`config.mk`:
```
export PLATFORM = sky130hd
export DESIGN_NAME = qla_ctrl_top
export DESIGN_NICKNAME = d
export VERILOG_FILES = /design/src/qla_pkg.sv /design/src/motor_cmd_regs.sv /design/src/dac_spi_ctrl.sv /design/src/safety_check.sv /design/src/board_regs.sv /design/src/qla_ctrl_top.sv
export VERILOG_INCLUDE_DIRS = /design/src /design/src/include
export SDC_FILE = /design/constraint.sdc
export NUM_CORES = 1
export LEC_CHECK = 0
export BUFFER_PORTS_ARGS = -buffer_cell sky130_fd_sc_hd__buf_2
export CAP_MARGIN = 5
export CORE_MARGIN = 2
export CORE_UTILIZATION = 54
export CTS_BUF_LIST = sky130_fd_sc_hd__clkbuf_2 sky130_fd_sc_hd__clkbuf_4 sky130_fd_sc_hd__clkbuf_8
export CTS_CLUSTER_DIAMETER = 80
export DETAILED_ROUTE_END_ITERATION = 8
export GPL_TIMING_DRIVEN = 0
export PLACE_DENSITY = 0.8
export SYNTH_ARGS = -nofsm -noshare
export SYNTH_HDL_FRONTEND = slang
export SYNTH_SLANG_ARGS = --single-unit
```
`constraint.sdc`:
```
create_clock -name sysclk -period 4.45 [get_ports sysclk]
set_input_delay 0.445 -clock sysclk [delete_from_list [all_inputs] [get_ports sysclk]]
set_output_delay 0.445 -clock sysclk [all_outputs]
set_load 0.02 [all_outputs]
```
`src/include/qla_defines.svh`:
```
// QLA motor controller core constants
// bus widths, address fields, register offsets and timing
`ifndef QLA_DEFINES_SVH
`define QLA_DEFINES_SVH

// --------------------
// sizes
`define QLA_NUM_AXES         4
`define QLA_ADDR_W           16
`define QLA_DATA_W           32
`define QLA_CMD_W            16      // dac and adc word

// --------------------
// address map
// addr[15:12] space, addr[7:4] channel (0 = global), addr[3:0] offset
`define QLA_ADDR_MAIN        4'h0
`define QLA_OFF_STATUS       4'h0    // channel 0 only
`define QLA_OFF_ADC_DATA     4'h0    // channels 1-4
`define QLA_OFF_DAC_CTRL     4'h1
`define QLA_OFF_MOTOR_STATUS 4'h2

// --------------------
// dac serial link
`define QLA_DAC_SCLK_DIV     2       // sysclk cycles per sclk half period
`define QLA_DAC_FRAME_BITS   24      // opcode, channel, command

// --------------------
// safety monitor
`define QLA_SAFETY_SAMPLES   4       // consecutive over-limit samples
`define QLA_SAFETY_MARGIN    16'h0100
`define QLA_CUR_MID          16'h8000 // offset binary zero current

`endif

```
`src/qla_pkg.sv`:
```
// QLA motor controller shared types
// register bus, adc feedback bundle, dac pins and serializer encodings
`default_nettype none

`include "qla_defines.svh"

package qla_pkg;

    // host write bus, one cycle per quadlet
    typedef struct packed {
        logic [`QLA_ADDR_W-1:0] waddr;
        logic [`QLA_DATA_W-1:0] wdata;
        logic                   wen;     // write strobe
        logic                   blk_wen; // held through a block write
    } reg_wr_t;

    // converted adc words, index 0 is axis 1
    typedef struct packed {
        logic [`QLA_NUM_AXES-1:0][`QLA_CMD_W-1:0] cur_fb;
        logic [`QLA_NUM_AXES-1:0][`QLA_CMD_W-1:0] pot_fb;
        logic                                     cur_valid; // new current sample
    } adc_fb_t;

    // quad dac pins
    typedef struct packed {
        logic sclk;
        logic mosi;
        logic csel;   // active low
    } dac_spi_t;

    // --------------------
    // serializer states
    typedef enum logic [1:0] {
        DAC_IDLE  = 2'd0,
        DAC_LOAD  = 2'd1,   // build frame for current axis
        DAC_SHIFT = 2'd2,   // csel low, clocking bits
        DAC_GAP   = 2'd3    // csel high between frames
    } dac_state_e;

    // dac command nibble
    typedef enum logic [3:0] {
        DAC_WRITE_UPDATE = 4'h3,
        DAC_NOP          = 4'hf
    } dac_opcode_e;

endpackage

`default_nettype wire

```
`src/motor_cmd_regs.sv`:
```
// commanded current registers, one per axis
// a block write of DAC_CTRL requests a dac update once the block ends
`timescale 1ns/10ps
`default_nettype none

`include "qla_defines.svh"

module motor_cmd_regs (
    input  logic                                     sysclk,
    input  logic                                     rst_n,
    input  qla_pkg::reg_wr_t                         reg_wr,
    input  logic                                     dac_busy,
    output logic [`QLA_NUM_AXES-1:0][`QLA_CMD_W-1:0] cur_cmd,
    output logic                                     dac_start
);

    logic [3:0] wr_chan;     // channel field of write address
    logic [3:0] wr_idx;      // zero based axis
    logic       chan_ok;     // axis 1..4, channel 0 is global space
    logic       dac_wr;      // write hits a DAC_CTRL register
    logic       upd_req;     // update pending

    // --------------------
    // address decode
    assign wr_chan = reg_wr.waddr[7:4];
    assign wr_idx  = wr_chan - 4'd1;
    assign chan_ok = (wr_chan != 4'd0) && (wr_chan <= 4'(`QLA_NUM_AXES));
    assign dac_wr  = reg_wr.wen && chan_ok
                  && (reg_wr.waddr[15:12] == `QLA_ADDR_MAIN)
                  && (reg_wr.waddr[3:0] == `QLA_OFF_DAC_CTRL);

    // command storage, midscale is zero current
    always_ff @(posedge sysclk) begin
        if (!rst_n) begin
            cur_cmd <= {`QLA_NUM_AXES{`QLA_CUR_MID}};
        end else if (dac_wr) begin
            cur_cmd[wr_idx[1:0]] <= reg_wr.wdata[`QLA_CMD_W-1:0];  // low half only
        end
    end

    // --------------------
    // update request
    // set by any block DAC_CTRL write, one pending request covers all
    always_ff @(posedge sysclk) begin
        if (!rst_n) begin
            upd_req <= 1'b0;
        end else if (dac_wr && reg_wr.blk_wen) begin
            upd_req <= 1'b1;
        end else if (dac_start) begin
            upd_req <= 1'b0;                  // handed to the serializer
        end
    end

    // fire once the block is over and the dac is free
    assign dac_start = upd_req && !dac_busy && !reg_wr.blk_wen;

endmodule

`default_nettype wire

```
`src/dac_spi_ctrl.sv`:
```
// quad dac serializer
// sends one 24 bit write-and-update frame per axis, axis 1 first,
// msb first with mosi changing on the falling sclk edge
`timescale 1ns/10ps
`default_nettype none

`include "qla_defines.svh"

module dac_spi_ctrl (
    input  logic                                     sysclk,
    input  logic                                     rst_n,
    input  logic                                     dac_start,
    input  logic [`QLA_NUM_AXES-1:0][`QLA_CMD_W-1:0] cur_cmd,
    output qla_pkg::dac_spi_t                        dac_spi,
    output logic                                     dac_busy
);

    localparam int DIV    = `QLA_DAC_SCLK_DIV;
    localparam int FBITS  = `QLA_DAC_FRAME_BITS;
    localparam int DIV_W  = $clog2(2 * DIV);
    localparam int BIT_W  = $clog2(FBITS);
    localparam int AXIS_W = $clog2(`QLA_NUM_AXES);

    qla_pkg::dac_state_e state;
    logic [DIV_W-1:0]  div_cnt;    // sysclk cycles within half period
    logic [BIT_W-1:0]  bit_cnt;    // bits sent in this frame
    logic [AXIS_W-1:0] axis_cnt;
    logic              sclk;
    logic              csel;
    logic              half_done;  // end of sclk half period
    logic              gap_done;   // csel high long enough
    logic [FBITS-1:0]  sreg;       // frame shift register
    logic [`QLA_NUM_AXES-1:0][`QLA_CMD_W-1:0] cmd_snap;

    assign half_done = (div_cnt == DIV_W'(DIV - 1));
    assign gap_done  = (div_cnt == DIV_W'(2 * DIV - 2));  // plus the LOAD cycle

    assign dac_spi = '{sclk: sclk, mosi: sreg[FBITS-1], csel: csel};

    // --------------------
    // control FSM
    always_ff @(posedge sysclk) begin
        if (!rst_n) begin
            state    <= qla_pkg::DAC_IDLE;
            div_cnt  <= '0;
            bit_cnt  <= '0;
            axis_cnt <= '0;
            sclk     <= 1'b0;
            csel     <= 1'b1;
            dac_busy <= 1'b0;
        end else begin
            case (state)
                qla_pkg::DAC_IDLE: if (dac_start) begin
                    dac_busy <= 1'b1;
                    axis_cnt <= '0;
                    state    <= qla_pkg::DAC_LOAD;
                end
                qla_pkg::DAC_LOAD: begin
                    csel    <= 1'b0;        // frame starts, first bit already on mosi
                    div_cnt <= '0;
                    bit_cnt <= '0;
                    state   <= qla_pkg::DAC_SHIFT;
                end
                qla_pkg::DAC_SHIFT: if (half_done) begin
                    div_cnt <= '0;
                    sclk    <= ~sclk;
                    if (sclk && bit_cnt == BIT_W'(FBITS - 1)) begin
                        csel  <= 1'b1;      // last falling edge closes the frame
                        state <= qla_pkg::DAC_GAP;
                    end else if (sclk) begin
                        bit_cnt <= bit_cnt + 1'b1;
                    end
                end else begin
                    div_cnt <= div_cnt + 1'b1;
                end
                qla_pkg::DAC_GAP: if (gap_done) begin
                    div_cnt <= '0;
                    if (axis_cnt == AXIS_W'(`QLA_NUM_AXES - 1)) begin
                        dac_busy <= 1'b0;   // all four sent
                        state    <= qla_pkg::DAC_IDLE;
                    end else begin
                        axis_cnt <= axis_cnt + 1'b1;
                        state    <= qla_pkg::DAC_LOAD;
                    end
                end else begin
                    div_cnt <= div_cnt + 1'b1;
                end
                default: state <= qla_pkg::DAC_IDLE;
            endcase
        end
    end

    // --------------------
    // snapshot and shift path
    always_ff @(posedge sysclk) begin
        if (state == qla_pkg::DAC_IDLE && dac_start)
            cmd_snap <= cur_cmd;    // later writes cannot tear a frame
        if (state == qla_pkg::DAC_LOAD)
            sreg <= {qla_pkg::DAC_WRITE_UPDATE, 4'(axis_cnt), cmd_snap[axis_cnt]};
        else if (state == qla_pkg::DAC_SHIFT && half_done && sclk)
            sreg <= {sreg[FBITS-2:0], 1'b1};                    // next bit on falling edge
        else if (state == qla_pkg::DAC_IDLE)
            sreg <= {qla_pkg::DAC_NOP, {(FBITS - 4){1'b1}}};    // mosi parks high
    end

endmodule

`default_nettype wire

```
`src/safety_check.sv`:
```
// per-axis overcurrent monitor
// trips when |fb| > 2*|cmd| + margin for several samples in a row,
// magnitudes taken about midscale
`timescale 1ns/10ps
`default_nettype none

`include "qla_defines.svh"

module safety_check (
    input  logic                  sysclk,
    input  logic                  rst_n,
    input  logic [`QLA_CMD_W-1:0] cur_fb,
    input  logic [`QLA_CMD_W-1:0] cur_cmd,
    input  logic                  cur_valid,
    input  logic                  amp_clear,
    output logic                  amp_trip
);

    localparam int CNT_W = $clog2(`QLA_SAFETY_SAMPLES + 1);

    logic [`QLA_CMD_W-1:0] fb_mag;
    logic [`QLA_CMD_W-1:0] cmd_mag;
    logic [`QLA_CMD_W+1:0] limit;      // 2*cmd + margin, two spare bits
    logic                  over;
    logic [CNT_W-1:0]      over_cnt;   // consecutive over-limit samples

    // distance from midscale
    assign fb_mag  = (cur_fb >= `QLA_CUR_MID)  ? cur_fb - `QLA_CUR_MID  : `QLA_CUR_MID - cur_fb;
    assign cmd_mag = (cur_cmd >= `QLA_CUR_MID) ? cur_cmd - `QLA_CUR_MID : `QLA_CUR_MID - cur_cmd;
    assign limit   = {cmd_mag, 1'b0} + `QLA_SAFETY_MARGIN;
    assign over    = {2'b00, fb_mag} > limit;

    always_ff @(posedge sysclk) begin
        if (!rst_n || amp_clear) begin
            over_cnt <= '0;
            amp_trip <= 1'b0;
        end else begin
            if (cur_valid) begin
                if (!over)
                    over_cnt <= '0;                  // run broken
                else if (over_cnt != CNT_W'(`QLA_SAFETY_SAMPLES))
                    over_cnt <= over_cnt + 1'b1;     // saturates at the limit
            end
            if (over_cnt == CNT_W'(`QLA_SAFETY_SAMPLES))
                amp_trip <= 1'b1;                    // held until cleared
        end
    end

endmodule

`default_nettype wire

```
`src/board_regs.sv`:
```
// board status register and read path
// power and amplifier enables with masked writes, trip clearing,
// and the registered read data mux for all board registers
`timescale 1ns/10ps
`default_nettype none

`include "qla_defines.svh"

module board_regs (
    input  logic                                     sysclk,
    input  logic                                     rst_n,
    input  qla_pkg::reg_wr_t                         reg_wr,
    input  logic [`QLA_ADDR_W-1:0]                   reg_raddr,
    output logic [`QLA_DATA_W-1:0]                   reg_rdata,
    input  logic [`QLA_NUM_AXES-1:0][`QLA_CMD_W-1:0] cur_cmd,
    input  qla_pkg::adc_fb_t                         adc,
    input  logic [3:0]                               amp_trip,
    input  logic [3:0]                               board_id,
    output logic [3:0]                               amp_clear,
    output logic [3:0]                               amp_en
);

    logic                  status_wr;
    logic                  pwr_en;       // bit 19
    logic [3:0]            amp_en_cmd;   // bits 3:0
    logic                  pwr_set;      // masked write of power to 1
    logic [3:0]            rd_idx;
    logic                  rd_axis;      // read hits channel 1-4
    logic [`QLA_DATA_W-1:0] rd_next;

    // --------------------
    // status write
    assign status_wr = reg_wr.wen && (reg_wr.waddr[15:12] == `QLA_ADDR_MAIN)
                    && (reg_wr.waddr[7:4] == 4'd0)
                    && (reg_wr.waddr[3:0] == `QLA_OFF_STATUS);
    assign pwr_set   = status_wr && reg_wr.wdata[18] && reg_wr.wdata[19];

    // re-enabling an axis or power releases the safety latch
    assign amp_clear = {4{pwr_set}}
                     | ({4{status_wr}} & reg_wr.wdata[11:8] & reg_wr.wdata[3:0]);

    always_ff @(posedge sysclk) begin
        if (!rst_n) begin
            pwr_en     <= 1'b0;
            amp_en_cmd <= 4'd0;
            amp_en     <= 4'd0;
        end else begin
            if (status_wr && reg_wr.wdata[18])
                pwr_en <= reg_wr.wdata[19];
            if (status_wr)   // per-bit mask in 11:8
                amp_en_cmd <= (amp_en_cmd & ~reg_wr.wdata[11:8])
                            | (reg_wr.wdata[3:0] & reg_wr.wdata[11:8]);
            amp_en <= {4{pwr_en}} & amp_en_cmd & ~amp_trip;   // one cycle behind
        end
    end

    // --------------------
    // read mux
    assign rd_idx  = reg_raddr[7:4] - 4'd1;
    assign rd_axis = (reg_raddr[7:4] != 4'd0) && (reg_raddr[7:4] <= 4'(`QLA_NUM_AXES));

    always_comb begin
        rd_next = '0;
        if (reg_raddr[15:12] == `QLA_ADDR_MAIN) begin
            if (reg_raddr[7:4] == 4'd0 && reg_raddr[3:0] == `QLA_OFF_STATUS) begin
                rd_next[27:24] = board_id;
                rd_next[19]    = pwr_en;
                rd_next[7:4]   = amp_trip;
                rd_next[3:0]   = amp_en;
            end else if (rd_axis) begin
                case (reg_raddr[3:0])
                    `QLA_OFF_ADC_DATA:     rd_next = {adc.pot_fb[rd_idx[1:0]],
                                                      adc.cur_fb[rd_idx[1:0]]};
                    `QLA_OFF_DAC_CTRL:     rd_next = {16'd0, cur_cmd[rd_idx[1:0]]};
                    `QLA_OFF_MOTOR_STATUS: rd_next = {3'd0, amp_en[rd_idx[1:0]], 12'd0,
                                                      cur_cmd[rd_idx[1:0]]};
                    default:               rd_next = '0;
                endcase
            end
        end
    end

    always_ff @(posedge sysclk) begin
        reg_rdata <= rd_next;   // data one clock after address
    end

endmodule

`default_nettype wire

```
`src/qla_ctrl_top.sv`:
```
// QLA motor controller core, top level
// ties the register bus to the command file, dac link,
// per-axis safety monitors and board registers
`timescale 1ns/10ps
`default_nettype none

`include "qla_defines.svh"

module qla_ctrl_top (
    input  logic                   sysclk,
    input  logic                   rst_n,
    input  qla_pkg::reg_wr_t       reg_wr,      // host write bus
    input  logic [`QLA_ADDR_W-1:0] reg_raddr,
    output logic [`QLA_DATA_W-1:0] reg_rdata,   // one clock after reg_raddr
    input  qla_pkg::adc_fb_t       adc,
    output qla_pkg::dac_spi_t      dac_spi,
    output logic [3:0]             amp_en,
    input  logic [3:0]             board_id
);

    // --------------------
    // internal wires
    logic [`QLA_NUM_AXES-1:0][`QLA_CMD_W-1:0] cur_cmd;   // commanded currents
    logic                     dac_start;   // one cycle update request
    logic                     dac_busy;
    logic [`QLA_NUM_AXES-1:0] amp_trip;    // latched overcurrent
    logic [`QLA_NUM_AXES-1:0] amp_clear;   // release from status write

    // commanded current register file
    motor_cmd_regs cmd_regs (
        .sysclk    (sysclk),
        .rst_n     (rst_n),
        .reg_wr    (reg_wr),
        .dac_busy  (dac_busy),
        .cur_cmd   (cur_cmd),
        .dac_start (dac_start)
    );

    // quad dac serializer
    dac_spi_ctrl dac (
        .sysclk    (sysclk),
        .rst_n     (rst_n),
        .dac_start (dac_start),
        .cur_cmd   (cur_cmd),
        .dac_spi   (dac_spi),
        .dac_busy  (dac_busy)
    );

    // --------------------
    // overcurrent monitors, one per axis
    for (genvar i = 0; i < `QLA_NUM_AXES; i++) begin : g_safe
        safety_check safe (
            .sysclk    (sysclk),
            .rst_n     (rst_n),
            .cur_fb    (adc.cur_fb[i]),
            .cur_cmd   (cur_cmd[i]),
            .cur_valid (adc.cur_valid),
            .amp_clear (amp_clear[i]),
            .amp_trip  (amp_trip[i])
        );
    end

    // status, enables and read mux
    board_regs chan0 (
        .sysclk    (sysclk),
        .rst_n     (rst_n),
        .reg_wr    (reg_wr),
        .reg_raddr (reg_raddr),
        .reg_rdata (reg_rdata),
        .cur_cmd   (cur_cmd),
        .adc       (adc),
        .amp_trip  (amp_trip),
        .board_id  (board_id),
        .amp_clear (amp_clear),
        .amp_en    (amp_en)
    );

endmodule

`default_nettype wire

```
==> impl_metrics.py, run 1 <==
metrics = {
    "finish": {
        "num_antenna_cells": 0,
        "layout-drive-gt1-share": 0.2365,
        "nFillCells": 2192,
        "finalNetCount": 2161,
        "syn_to_final_growth_pct": 18.83,
        "final_cells": 2244,
    },
    "worst_setup_path": {
        "critical_path.endpoint_type": "flop",
        "worstPathArrival_ns": 4.71,
        "start_kind": "flop",
        "cp_max_fo": 10,
        "worstPathRequired_ns": 4.87,
        "path_class": "flop to flop",
    },
    "outcome": {
        "status": "completed",
    },
    "global_routing": {
        "grt_pass1_vias": 13280,
        "antenna_found_initial": 1,
        "grt_max_degree": 44,
        "grt_pass1_wl_um": 74180,
        "track_usage": 0.3365,
        "grt_overflow_total": 0,
    },
    "floorplan": {
        "core_um2": 26950,
        "start_util": 0.5492,
        "die_w_um": 169.6,
        "dieArea_um2": 28750,
        "rows": 60,
        "ios": 240,
        "die_h_um": 169.6,
    },
    "clock_tree": {
        "worstSkewPairLatency_ns": 0.58,
        "hold_buffers": 0,
        "htreeDepth": 2,
        "clkSlewWorstSetupHoldPaths_ns": 0.06,
        "clock_path_buffers": 3,
        "cts_tree": "done",
        "cts_buffers": 39,
        "cts_num_sinks": 224,
        "cts_root_buf": "clkbuf_8",
    },
    "sta": {
        "post-route-period-util": 0.9639,
        "timing.final.ws_setup_ns": 0.1607,
        "setup_tns_ns": 0,
        "slew_violations": 0,
        "maxSlewHeadroom": 0.3315,
        "setup_viol": 0,
        "fmax_mhz": 233.1,
        "worst_pin_slew_ns": 1.003,
        "layout_min_cycle_time_ns": 4.289,
        "hold_violations": 0,
        "fin_skew_ns": 0.04499,
    },
    "routing": {
        "drt_iter0_markers": 1354,
        "drtPass1Iterations": 5,
        "drt_wl_total_um": 49520,
        "final_antenna_net_count": 0,
        "routedWlPerCell_um": 22.07,
        "routed-via-count": 13990,
        "drc_errors": 0,
        "viasPerCell": 6.234,
    },
    "yosys": {
        "synth_top_family_by_area": "simple AND/OR/NAND/NOR gates",
        "synthesis.area_um2": 14800,
        "synth_seq_cells": 224,
        "synth_top_area_cell": "dfxtp_1",
        "synth-adder-area-share": 0.07354,
        "synth.area.top_cells": "dfxtp_1 (19%), edfxtp_1 (17%), mux4_2 (9.9%)",
        "yosysSeqAreaShare": 0.3584,
        "synthCells": 1608,
        "yosys.cell_count.top_type": "nand2_1",
        "synthesis.nets": 1896,
        "synth_xor_area_frac": 0.07811,
        "synth_compound_area_frac": 0.1416,
        "synth_top_area_frac": 0.1921,
        "synth_enable_flop_cells": 82,
        "synth_common_cells": "nand2_1 (191), dfxtp_1 (142), nor2_1 (116)",
        "async_reset_ff_frac": 0,
        "syn_area_per_cell_um2": 9.205,
        "ys.flop_type": "dfxtp_1",
        "synthMuxAreaShare": 0.1070,
        "ys_types": 71,
        "synth_warnings": 0,
        "yosys.area_share.simple": 0.1939,
    },
    "place": {
        "place_congestion": 0.9471,
        "portBuffers": 214,
        "dp_hpwl_um": 37260,
        "dp_cells": 2165,
        "post-place-ws_ns": -0.9409,
    },
    "worst_hold_path": {
        "hp-class": "primary input to flop",
    },
    "power": {
        "vdd_drop_max_mv": 0.1846,
        "p_leak_nw": 6.686,
        "power_density_nw_per_um2": 298.4,
    },
    "flow_run": {
        "maxCapViolCount": 0,
    },
}
-- cells by family (layout without fill, tap and decap cells) --
group,after synthesis,count (layout)
buffers and inverters,176,471
multiplexers,77,77
adder cells (fa/ha/maj),87,87
AND/OR/NAND/NOR,592,592
XOR/XNOR,132,132
flip-flops,224,224
AO/OA/AOI/OAI,320,320
-- layer usage --
layer / track usage / wire length (um) / share of wire
met1: 0.4472 / 19630 / 0.40
met2: 0.5299 / 22160 / 0.45
met4: 0.1739 / 2796 / 0.056
met3: 0.05830 / 4909 / 0.099
met5: 0 / 13 / 0.00026
-- metrics by stage --
stage | power [mW] | cell area, um^2 | hold slack [ns] | utilization
after floorplan | 2.888 | 14800 | 0.4064 | -
after global placement | 3.164 | 16300 | 0.4118 | 0.6048
after detailed placement | 3.201 | 16330 | 0.4174 | 0.6058
after CTS | 5.238 | 17370 | 0.1040 | 0.6446
after global routing | 5.435 | 17590 | 0.09968 | 0.6526
final | 5.249 | 17590 | 0.1130 | 0.6526
-- placed cells by master (no fill, tap or decap), types with 50 or more instances in the layout --
cell type	Yosys	layout
nand3_1	56	56
a21boi_0	64	63
dfxtp_1	142	126
nand2_1	191	190
inv_1	80	76
clkbuf_1	78	70
nor3_1	73	68
edfxtp_1	82	82
a21oi_1	104	102
ha_1	87	83
xor2_1	65	65
nor2_1	116	114
mux4_2	65	65
clkbuf_8	1	50
xnor2_1	67	64
buf_2	2	215
-- repair_timing --
item | 4_1_cts | 5_1_grt
gates resized for setup | 31 | 50
pin swaps | 10 | 8
endpoints found under the setup margin | 9 | 17
hold endpoints to repair | 0 | 0
buffers inserted | 10 | 6
-- layout make-up --
type / count / area [um^2] / area share
Multi-Input combinational cell: 1208 / 9074 / 0.5159
Sequential cell: 224 / 5335 / 0.3033
Timing Repair Buffer: 231 / 1211 / 0.06886
Clock buffer: 60 / 757.0 / 0.04304
Tap cell: 341 / 426.7 / 0.02426
Buffer: 89 / 385.4 / 0.02191
Inverter: 80 / 300.3 / 0.01707
Clock inverter: 11 / 100.1 / 0.005691
-- state kept, by name, summed over array words and instances (netlist names), 2 cells and up, named ones only --
register,count
g_safe.safe.over_cnt,12
chan0.amp_en,4
dac.div_cnt,2
dac.axis_cnt,2
dac.state,2
cmd_regs.cur_cmd,64
chan0.reg_rdata,32
dac.cmd_snap,64
dac.sreg,24
g_safe.safe.amp_trip,4
dac.bit_cnt,5
-- final timing paths --
kind	depth (start not counted)	slack [ns]	from	endpoint
min	2	0.11	board_id[3]	chan0.reg_rdata[27]$_SDFF_PP0_
min reg2reg	0	0.43	cmd_regs.cur_cmd[26]$_SDFFE_PN0P_	dac.cmd_snap[26]$_DFFE_PP_
max	18	0.16	cmd_regs.cur_cmd[15]$_SDFFE_PN1P_	g_safe[0].safe.over_cnt[1]$_SDFFE_PP0P_
max reg2reg	18	0.16	cmd_regs.cur_cmd[15]$_SDFFE_PN1P_	g_safe[0].safe.over_cnt[1]$_SDFFE_PP0P_
-- power breakdown --
group	leakage, nW	switching [mW]	total [mW]	internal [mW]
combinational	4.20	0.517	0.871	0.353
sequential	2.03	0.0478	2.31	2.26
clock	0.451	0.913	2.07	1.16
-- critical path, stage by stage (launching register included) --
cell and delay [ns]:
dfxtp_1 0.44, clkbuf_2 0.27, a31oi_1 0.10, xnor2_2 0.26, inv_1 0.15, ha_4 0.20, and2_1 0.15, and4_1 0.22
nor3_4 0.26, nor3_2 0.08, xor2_1 0.16, ha_1 0.31, nand4_1 0.12, or3_4 0.42, or4_4 0.52, o31ai_2 0.11
a211oi_4 0.11, nand4_1 0.14, a31oi_1 0.08
(Power assumes the default switching activity.)
==> run 2: changes to the inputs <==
Settings changed: CORE_UTILIZATION 54 to 60, PLACE_DENSITY 0.8 to 0.84, SYNTH_HIERARCHICAL from default to 1.
Clock period 4.45 ns to 4.47 ns, I/O delays scaled along.
==> run 2 against run 1 <==
  * Clock power up 2%
  * Cell area about the same
  * Global-route usage up 1.8 points
  * Combinational power down 25%
  * Sequential cell count unchanged
  * Non-clock buffer count down 31
  * First-iteration DRC count up 28%
  * Sequential power down 8%
  * Fmax up 3.1%
  * Wire length down 2.1%
  * Worst setup slack better by 0.15 ns
  * Critical path type unchanged
  * Highest routed layer unchanged
==> impl_metrics.py, run 2 <==
metrics = {
    "outcome": {
        "status": "completed",
    },
    "yosys": {
        "synth_enable_flop_cells": 82,
        "synth_top_area_frac": 0.1874,
        "yosys.cell_count.top_type": "nor2_1",
        "yosysSeqAreaShare": 0.3496,
        "ys.flop_type": "dfxtp_1",
        "async_reset_ff_frac": 0,
        "synth_common_cells": "nor2_1 (154), dfxtp_1 (142), nand2_1 (132)",
        "synthesis.area_um2": 15170,
        "syn_area_per_cell_um2": 9.904,
        "synth_warnings": 6,
        "synthesis.nets": 1821,
        "synth_top_area_cell": "dfxtp_1",
        "synth.area.top_cells": "dfxtp_1 (19%), edfxtp_1 (16%), mux4_2 (9.6%)",
        "synth_seq_cells": 224,
        "synthCells": 1532,
        "ys_types": 94,
    },
    "clock_tree": {
        "clkSlewWorstSetupHoldPaths_ns": 0.07,
        "worstSkewPairLatency_ns": 0.56,
        "hold_buffers": 0,
        "cts_tree": "done",
        "cts_setup_buffers": 0,
        "cts_num_sinks": 224,
        "cts_root_buf": "clkbuf_8",
        "ctsResizeCount": 0,
        "clock_path_buffers": 3,
        "cts_buffers": 38,
        "htreeDepth": 2,
    },
    "worst_setup_path": {
        "cp_cell_sequence": "nor3_1 -> a21oi_1 -> xor2_1 -> ha_1 -> nor2b_1 -> nand2_1 -> xnor2_1 -> ha_1 -> nand4_1 -> nor2_1 -> o31ai_1 -> a21oi_1 -> nand4_1 -> a211oi_1",
        "cpMaxStageDelayCell": "nor3_1",
        "worstPathRequired_ns": 4.94,
        "start_kind": "flop",
        "crit_path_max_incr_delay_ns": 0.83,
        "critical_path.endpoint_type": "flop",
        "cp_max_fo": 8,
        "path_class": "flop to flop",
        "worstPathArrival_ns": 4.63,
    },
    "floorplan": {
        "start_util": 0.6060,
        "rows": 58,
        "dieArea_um2": 26580,
        "die_w_um": 163.0,
        "die_h_um": 163.0,
        "core_um2": 25040,
        "ios": 240,
    },
    "flow_run": {
        "maxCapViolCount": 0,
    },
    "sta": {
        "layout_min_cycle_time_ns": 4.162,
        "hold_ws_ns": 0.1112,
        "maxSlewHeadroom": 0.3464,
        "fmax_mhz": 240.3,
        "slew_violations": 0,
        "timing.final.ws_setup_ns": 0.3083,
        "rsz0062_at_grt": "no",
        "setup_viol": 0,
        "post-route-period-util": 0.9310,
        "hold_violations": 0,
        "setup_tns_ns": 0,
        "fin_skew_ns": 0.02293,
        "worst_pin_slew_ns": 0.9729,
    },
    "global_routing": {
        "grt_pass1_vias": 13040,
        "antenna_found_initial": 3,
        "grt_pass1_wl_um": 71550,
        "track_usage": 0.3541,
        "grt_max_degree": 35,
        "grt_overflow_total": 0,
    },
    "finish": {
        "num_antenna_cells": 0,
        "multi_input_area_um2": 9249,
        "nFillCells": 1910,
        "syn_to_final_growth_pct": 15.90,
        "seq_area_um2": 5305,
        "layout-drive-gt1-share": 0.2485,
        "mostFrequentLayoutCells": "buf_2 (231), nor2_1 (154), dfxtp_1 (142)",
        "reg_top3": "cmd_regs/cur_cmd (64), dac/cmd_snap (64), chan0/reg_rdata (32)",
        "final_cells": 2149,
        "layout_commonest_cell": "buf_2",
        "finalNetCount": 2078,
    },
    "power": {
        "p_int_mw": 3.622,
        "p_leak_nw": 6.918,
        "switching_share": 0.2620,
        "pwr-share-clk": 0.433,
        "combinationalPowerShare": 0.133,
        "switching_power_mw": 1.286,
        "vdd_drop_max_mv": 0.3481,
        "power_density_nw_per_um2": 279.1,
        "seq_power_share": 0.434,
    },
    "place": {
        "dp_hpwl_um": 37520,
        "dp_cells": 2079,
        "post-place-ws_ns": 0.1576,
        "portBuffers": 216,
        "place_congestion": 1.035,
    },
    "routing": {
        "routed-via-count": 13790,
        "drc_errors": 0,
        "drtPass1Iterations": 6,
        "routedWlPerCell_um": 22.56,
        "drt_wl_total_um": 48480,
        "final_antenna_net_count": 0,
        "drt_iter0_markers": 1729,
        "viasPerCell": 6.417,
    },
    "worst_hold_path": {
        "hp-class": "primary input to flop",
    },
}
-- run 2: power by group through the flow --
stage,registers [mW],clock network (mW),logic (mW)
global placement,2.17,0,0.609
CTS,2.13,2.14,0.636
floorplan,2.17,0,0.395
detailed placement,2.18,0,0.632
global route,2.13,2.22,0.706
finish,2.13,2.12,0.654
-- run 2: logic make-up (layout without fill, tap and decap cells) --
logic type / Yosys count / in the layout / synth area share
XOR/XNOR: 135 / 135 / 0.07941
multiplexers: 143 / 143 / 0.1482
AND/OR/NAND/NOR: 568 / 568 / 0.2004
adder cells (fa/ha/maj): 88 / 88 / 0.07257
flip-flops: 224 / 224 / 0.3496
buffers and inverters: 129 / 416 / 0.04148
AO/OA/AOI/OAI: 245 / 245 / 0.1084
-- run 2: metal layers --
layer | track usage | routed length [um] | up-vias
met5 | 0 | 39 | -
met2 | 0.5609 | 22430 | 806
met1 | 0.4700 | 18760 | 6655
met3 | 0.09192 | 5536 | 156
met4 | 0.1307 | 1711 | 6
li1 | - | - | 6168
-- run 2: worst max-delay path: cells and delay by family (launching register included) --
kind	cells	cell delay, ns
AND/OR/NAND/NOR	6	1.75
AO/OA/AOI/OAI	4	0.94
adder cells (fa/ha/maj)	2	0.55
flip-flops	1	0.43
XOR/XNOR	2	0.41
-- run 2: cell type report --
cell class,count,area share
Clock buffer,57,0.04105
Sequential cell,224,0.3017
Timing Repair Buffer,217,0.06261
Tap cell,330,0.02348
Clock inverter,13,0.009178
Buffer,72,0.02391
Inverter,57,0.01217
Multi-Input combinational cell,1179,0.5259
-- run 2: per-stage QoR --
step                cell area [um^2]  power (mW)    util
detailed placement             16690       2.807  0.6666
global route                   17590       5.053  0.7024
finish                         17590       4.907  0.7024
global placement               16670       2.783  0.6657
CTS                            17570       4.905  0.7018
floorplan                      15170       2.567       -
-- run 2: path summary, 6_finish.rpt --
| path | slack (ns) | start | end | cells after the start |
|---|---|---|---|---|
| max | 0.31 | cmd_regs/cur_cmd[34]$_SDFFE_PN0P_ | g_safe[2].safe/over_cnt[2]$_SDFFE_PP0P_ | 14 |
| min | 0.11 | board_id[0] | chan0/reg_rdata[24]$_SDFF_PP0_ | 2 |
| max reg2reg | 0.31 | cmd_regs/cur_cmd[34]$_SDFFE_PN0P_ | g_safe[2].safe/over_cnt[2]$_SDFFE_PP0P_ | 14 |
| min reg2reg | 0.50 | g_safe[3].safe/over_cnt[1]$_SDFFE_PP0P_ | g_safe[3].safe/over_cnt[1]$_SDFFE_PP0P_ | 2 |
==> run 3: changes to the inputs <==
Settings changed: CORE_UTILIZATION 60 to 50, GPL_TIMING_DRIVEN 0 to default, PLACE_DENSITY 0.84 to 0.72.
==> run 3 against run 2 <==
  * Via count down 4.4%
  * Count of clock-buffer cells in the layout down 1
  * Cell count up 1.1%
  * Critical path depth unchanged
  * Global-route usage down 6.1 points
  * Worst setup slack better by 0.10 ns
  * Largest power group is now clock
  * Register-to-register slack better by 0.10 ns
  * Cell area down 0.55%
  * Clock power up 2%
==> impl_metrics.py, run 3 (synthesis results as in run 2) <==
metrics = {
    "outcome": {
        "status": "completed",
    },
    "flow_run": {
        "maxCapViolCount": 0,
    },
    "floorplan": {
        "die_w_um": 178.2,
        "start_util": 0.5092,
        "die_h_um": 178.2,
        "dieArea_um2": 31760,
        "ios": 240,
        "rows": 63,
        "core_um2": 29800,
    },
    "routing": {
        "routed-via-count": 13190,
        "drt_wl_total_um": 47740,
        "drt_iter0_markers": 1661,
        "drc_errors": 0,
        "routedWlPerCell_um": 21.98,
        "drtPass1Iterations": 6,
        "viasPerCell": 6.072,
        "final_antenna_net_count": 0,
    },
    "finish": {
        "reg_top3": "cmd_regs/cur_cmd (64), dac/cmd_snap (64), chan0/reg_rdata (32)",
        "mostFrequentLayoutCells": "buf_2 (215), nor2_1 (154), dfxtp_1 (142)",
        "layout_commonest_cell": "buf_2",
        "finalNetCount": 2038,
        "final_cells": 2172,
        "syn_to_final_growth_pct": 15.26,
        "layout-drive-gt1-share": 0.2478,
    },
    "worst_setup_path": {
        "crit_family": "simple AND/OR/NAND/NOR gates",
        "cp_num_buf_inv": 0,
        "worstPathRequired_ns": 4.93,
        "worstPathArrival_ns": 4.52,
        "critical_path.endpoint_type": "flop",
        "cp_cell_sequence": "nor4_4 -> a21oi_1 -> xnor2_1 -> ha_1 -> nand2_1 -> nor2_1 -> xor2_1 -> ha_1 -> nand4_1 -> a21oi_1 -> or4_1 -> o31ai_1 -> o32a_2 -> nor2_1",
        "cp_max_fo": 10,
        "crit_path_max_incr_delay_ns": 0.60,
        "start_kind": "flop",
        "cpMaxStageDelayCell": "nor4_4",
        "path_class": "flop to flop",
    },
    "global_routing": {
        "grt_max_degree": 53,
        "grt_overflow_total": 0,
        "track_usage": 0.2927,
        "grt_pass1_vias": 12420,
        "grt_pass1_wl_um": 70410,
        "antenna_found_initial": 1,
    },
    "sta": {
        "post-route-period-util": 0.9077,
        "setup_tns_ns": 0,
        "fin_skew_ns": 0.03983,
        "rsz0062_at_grt": "no",
        "hold_violations": 0,
        "slew_violations": 0,
        "worst_pin_slew_ns": 1.218,
        "maxSlewHeadroom": 0.1879,
        "setup_viol": 0,
        "timing.final.ws_setup_ns": 0.4126,
        "layout_min_cycle_time_ns": 4.057,
        "fmax_mhz": 246.5,
    },
    "power": {
        "seq_power_share": 0.432,
        "p_int_mw": 3.649,
        "pwr-share-clk": 0.440,
        "power_density_nw_per_um2": 282.0,
        "p_leak_nw": 6.819,
        "combinationalPowerShare": 0.128,
        "switching_power_mw": 1.284,
        "fin_total_pwr_mw": 4.932,
        "switching_share": 0.2603,
        "vdd_drop_max_mv": 0.1998,
    },
    "clock_tree": {
        "clock_path_buffers": 3,
        "ctsResizeCount": 0,
        "clkSlewWorstSetupHoldPaths_ns": 0.07,
        "cts_root_buf": "clkbuf_8",
        "cts_num_sinks": 224,
        "cts_tree": "done",
        "hold_buffers": 0,
        "cts_setup_buffers": 0,
        "cts_buffers": 39,
        "worstSkewPairLatency_ns": 0.58,
        "htreeDepth": 2,
    },
    "place": {
        "place_congestion": 0.9840,
        "portBuffers": 217,
        "dp_cells": 2098,
        "dp_hpwl_um": 36210,
        "post-place-ws_ns": 0.4747,
    },
    "worst_hold_path": {
        "hp-class": "primary input to flop",
    },
}
-- run 3: power groups by stage --
stage                     sequential, mW  clock [mW]  combinational, mW
after floorplan                     2.17           0              0.395
after global placement              2.17           0              0.597
after detailed placement            2.17           0              0.619
after CTS                           2.13        2.19              0.622
after global routing                2.13        2.28              0.687
final                               2.13        2.17              0.631
-- run 3: per-layer routing --
metal	track usage	wire, um	vias to the layer above
met5	0	0	-
met4	0.1260	2033	0
met3	0.04689	3953	108
met2	0.4725	22700	571
met1	0.3900	19060	6427
li1	-	-	6082
-- run 3: through the flow --
stage                 util  instance area (um^2)  hold slack, ns
floorplan                -                 15170          0.4220
global placement    0.5564                 16580          0.4667
detailed placement  0.5564                 16580          0.4752
CTS                 0.5868                 17480         0.07319
global route        0.5868                 17490         0.08870
finish              0.5869                 17490         0.09269
-- run 3: area by class of cell --
cell class / instances / area (um^2)
tap: 390 / 488.0
clock inverter: 16 / 201.4
antenna: 2 / 5.005
timing repair buffer: 248 / 1324
sequential: 224 / 5305
inverter: 57 / 214.0
fill: 2573 / 12310
multi-input combinational: 1179 / 9249
clock buffer: 56 / 701.9
-- run 3: worst paths after layout --
check,start,end,slack (ns),cells past startpoint
setup / recovery,cmd_regs/cur_cmd[5]$_SDFFE_PN0P_,g_safe[0].safe/over_cnt[1]$_SDFFE_PP0P_,0.41,14
hold / removal,board_id[2],chan0/reg_rdata[26]$_SDFF_PP0_,0.09,2
setup reg to reg,cmd_regs/cur_cmd[5]$_SDFFE_PN0P_,g_safe[0].safe/over_cnt[1]$_SDFFE_PP0P_,0.41,14
hold reg to reg,chan0/amp_en[1]$_SDFF_PN0_,chan0/reg_rdata[1]$_SDFF_PP0_,0.48,2
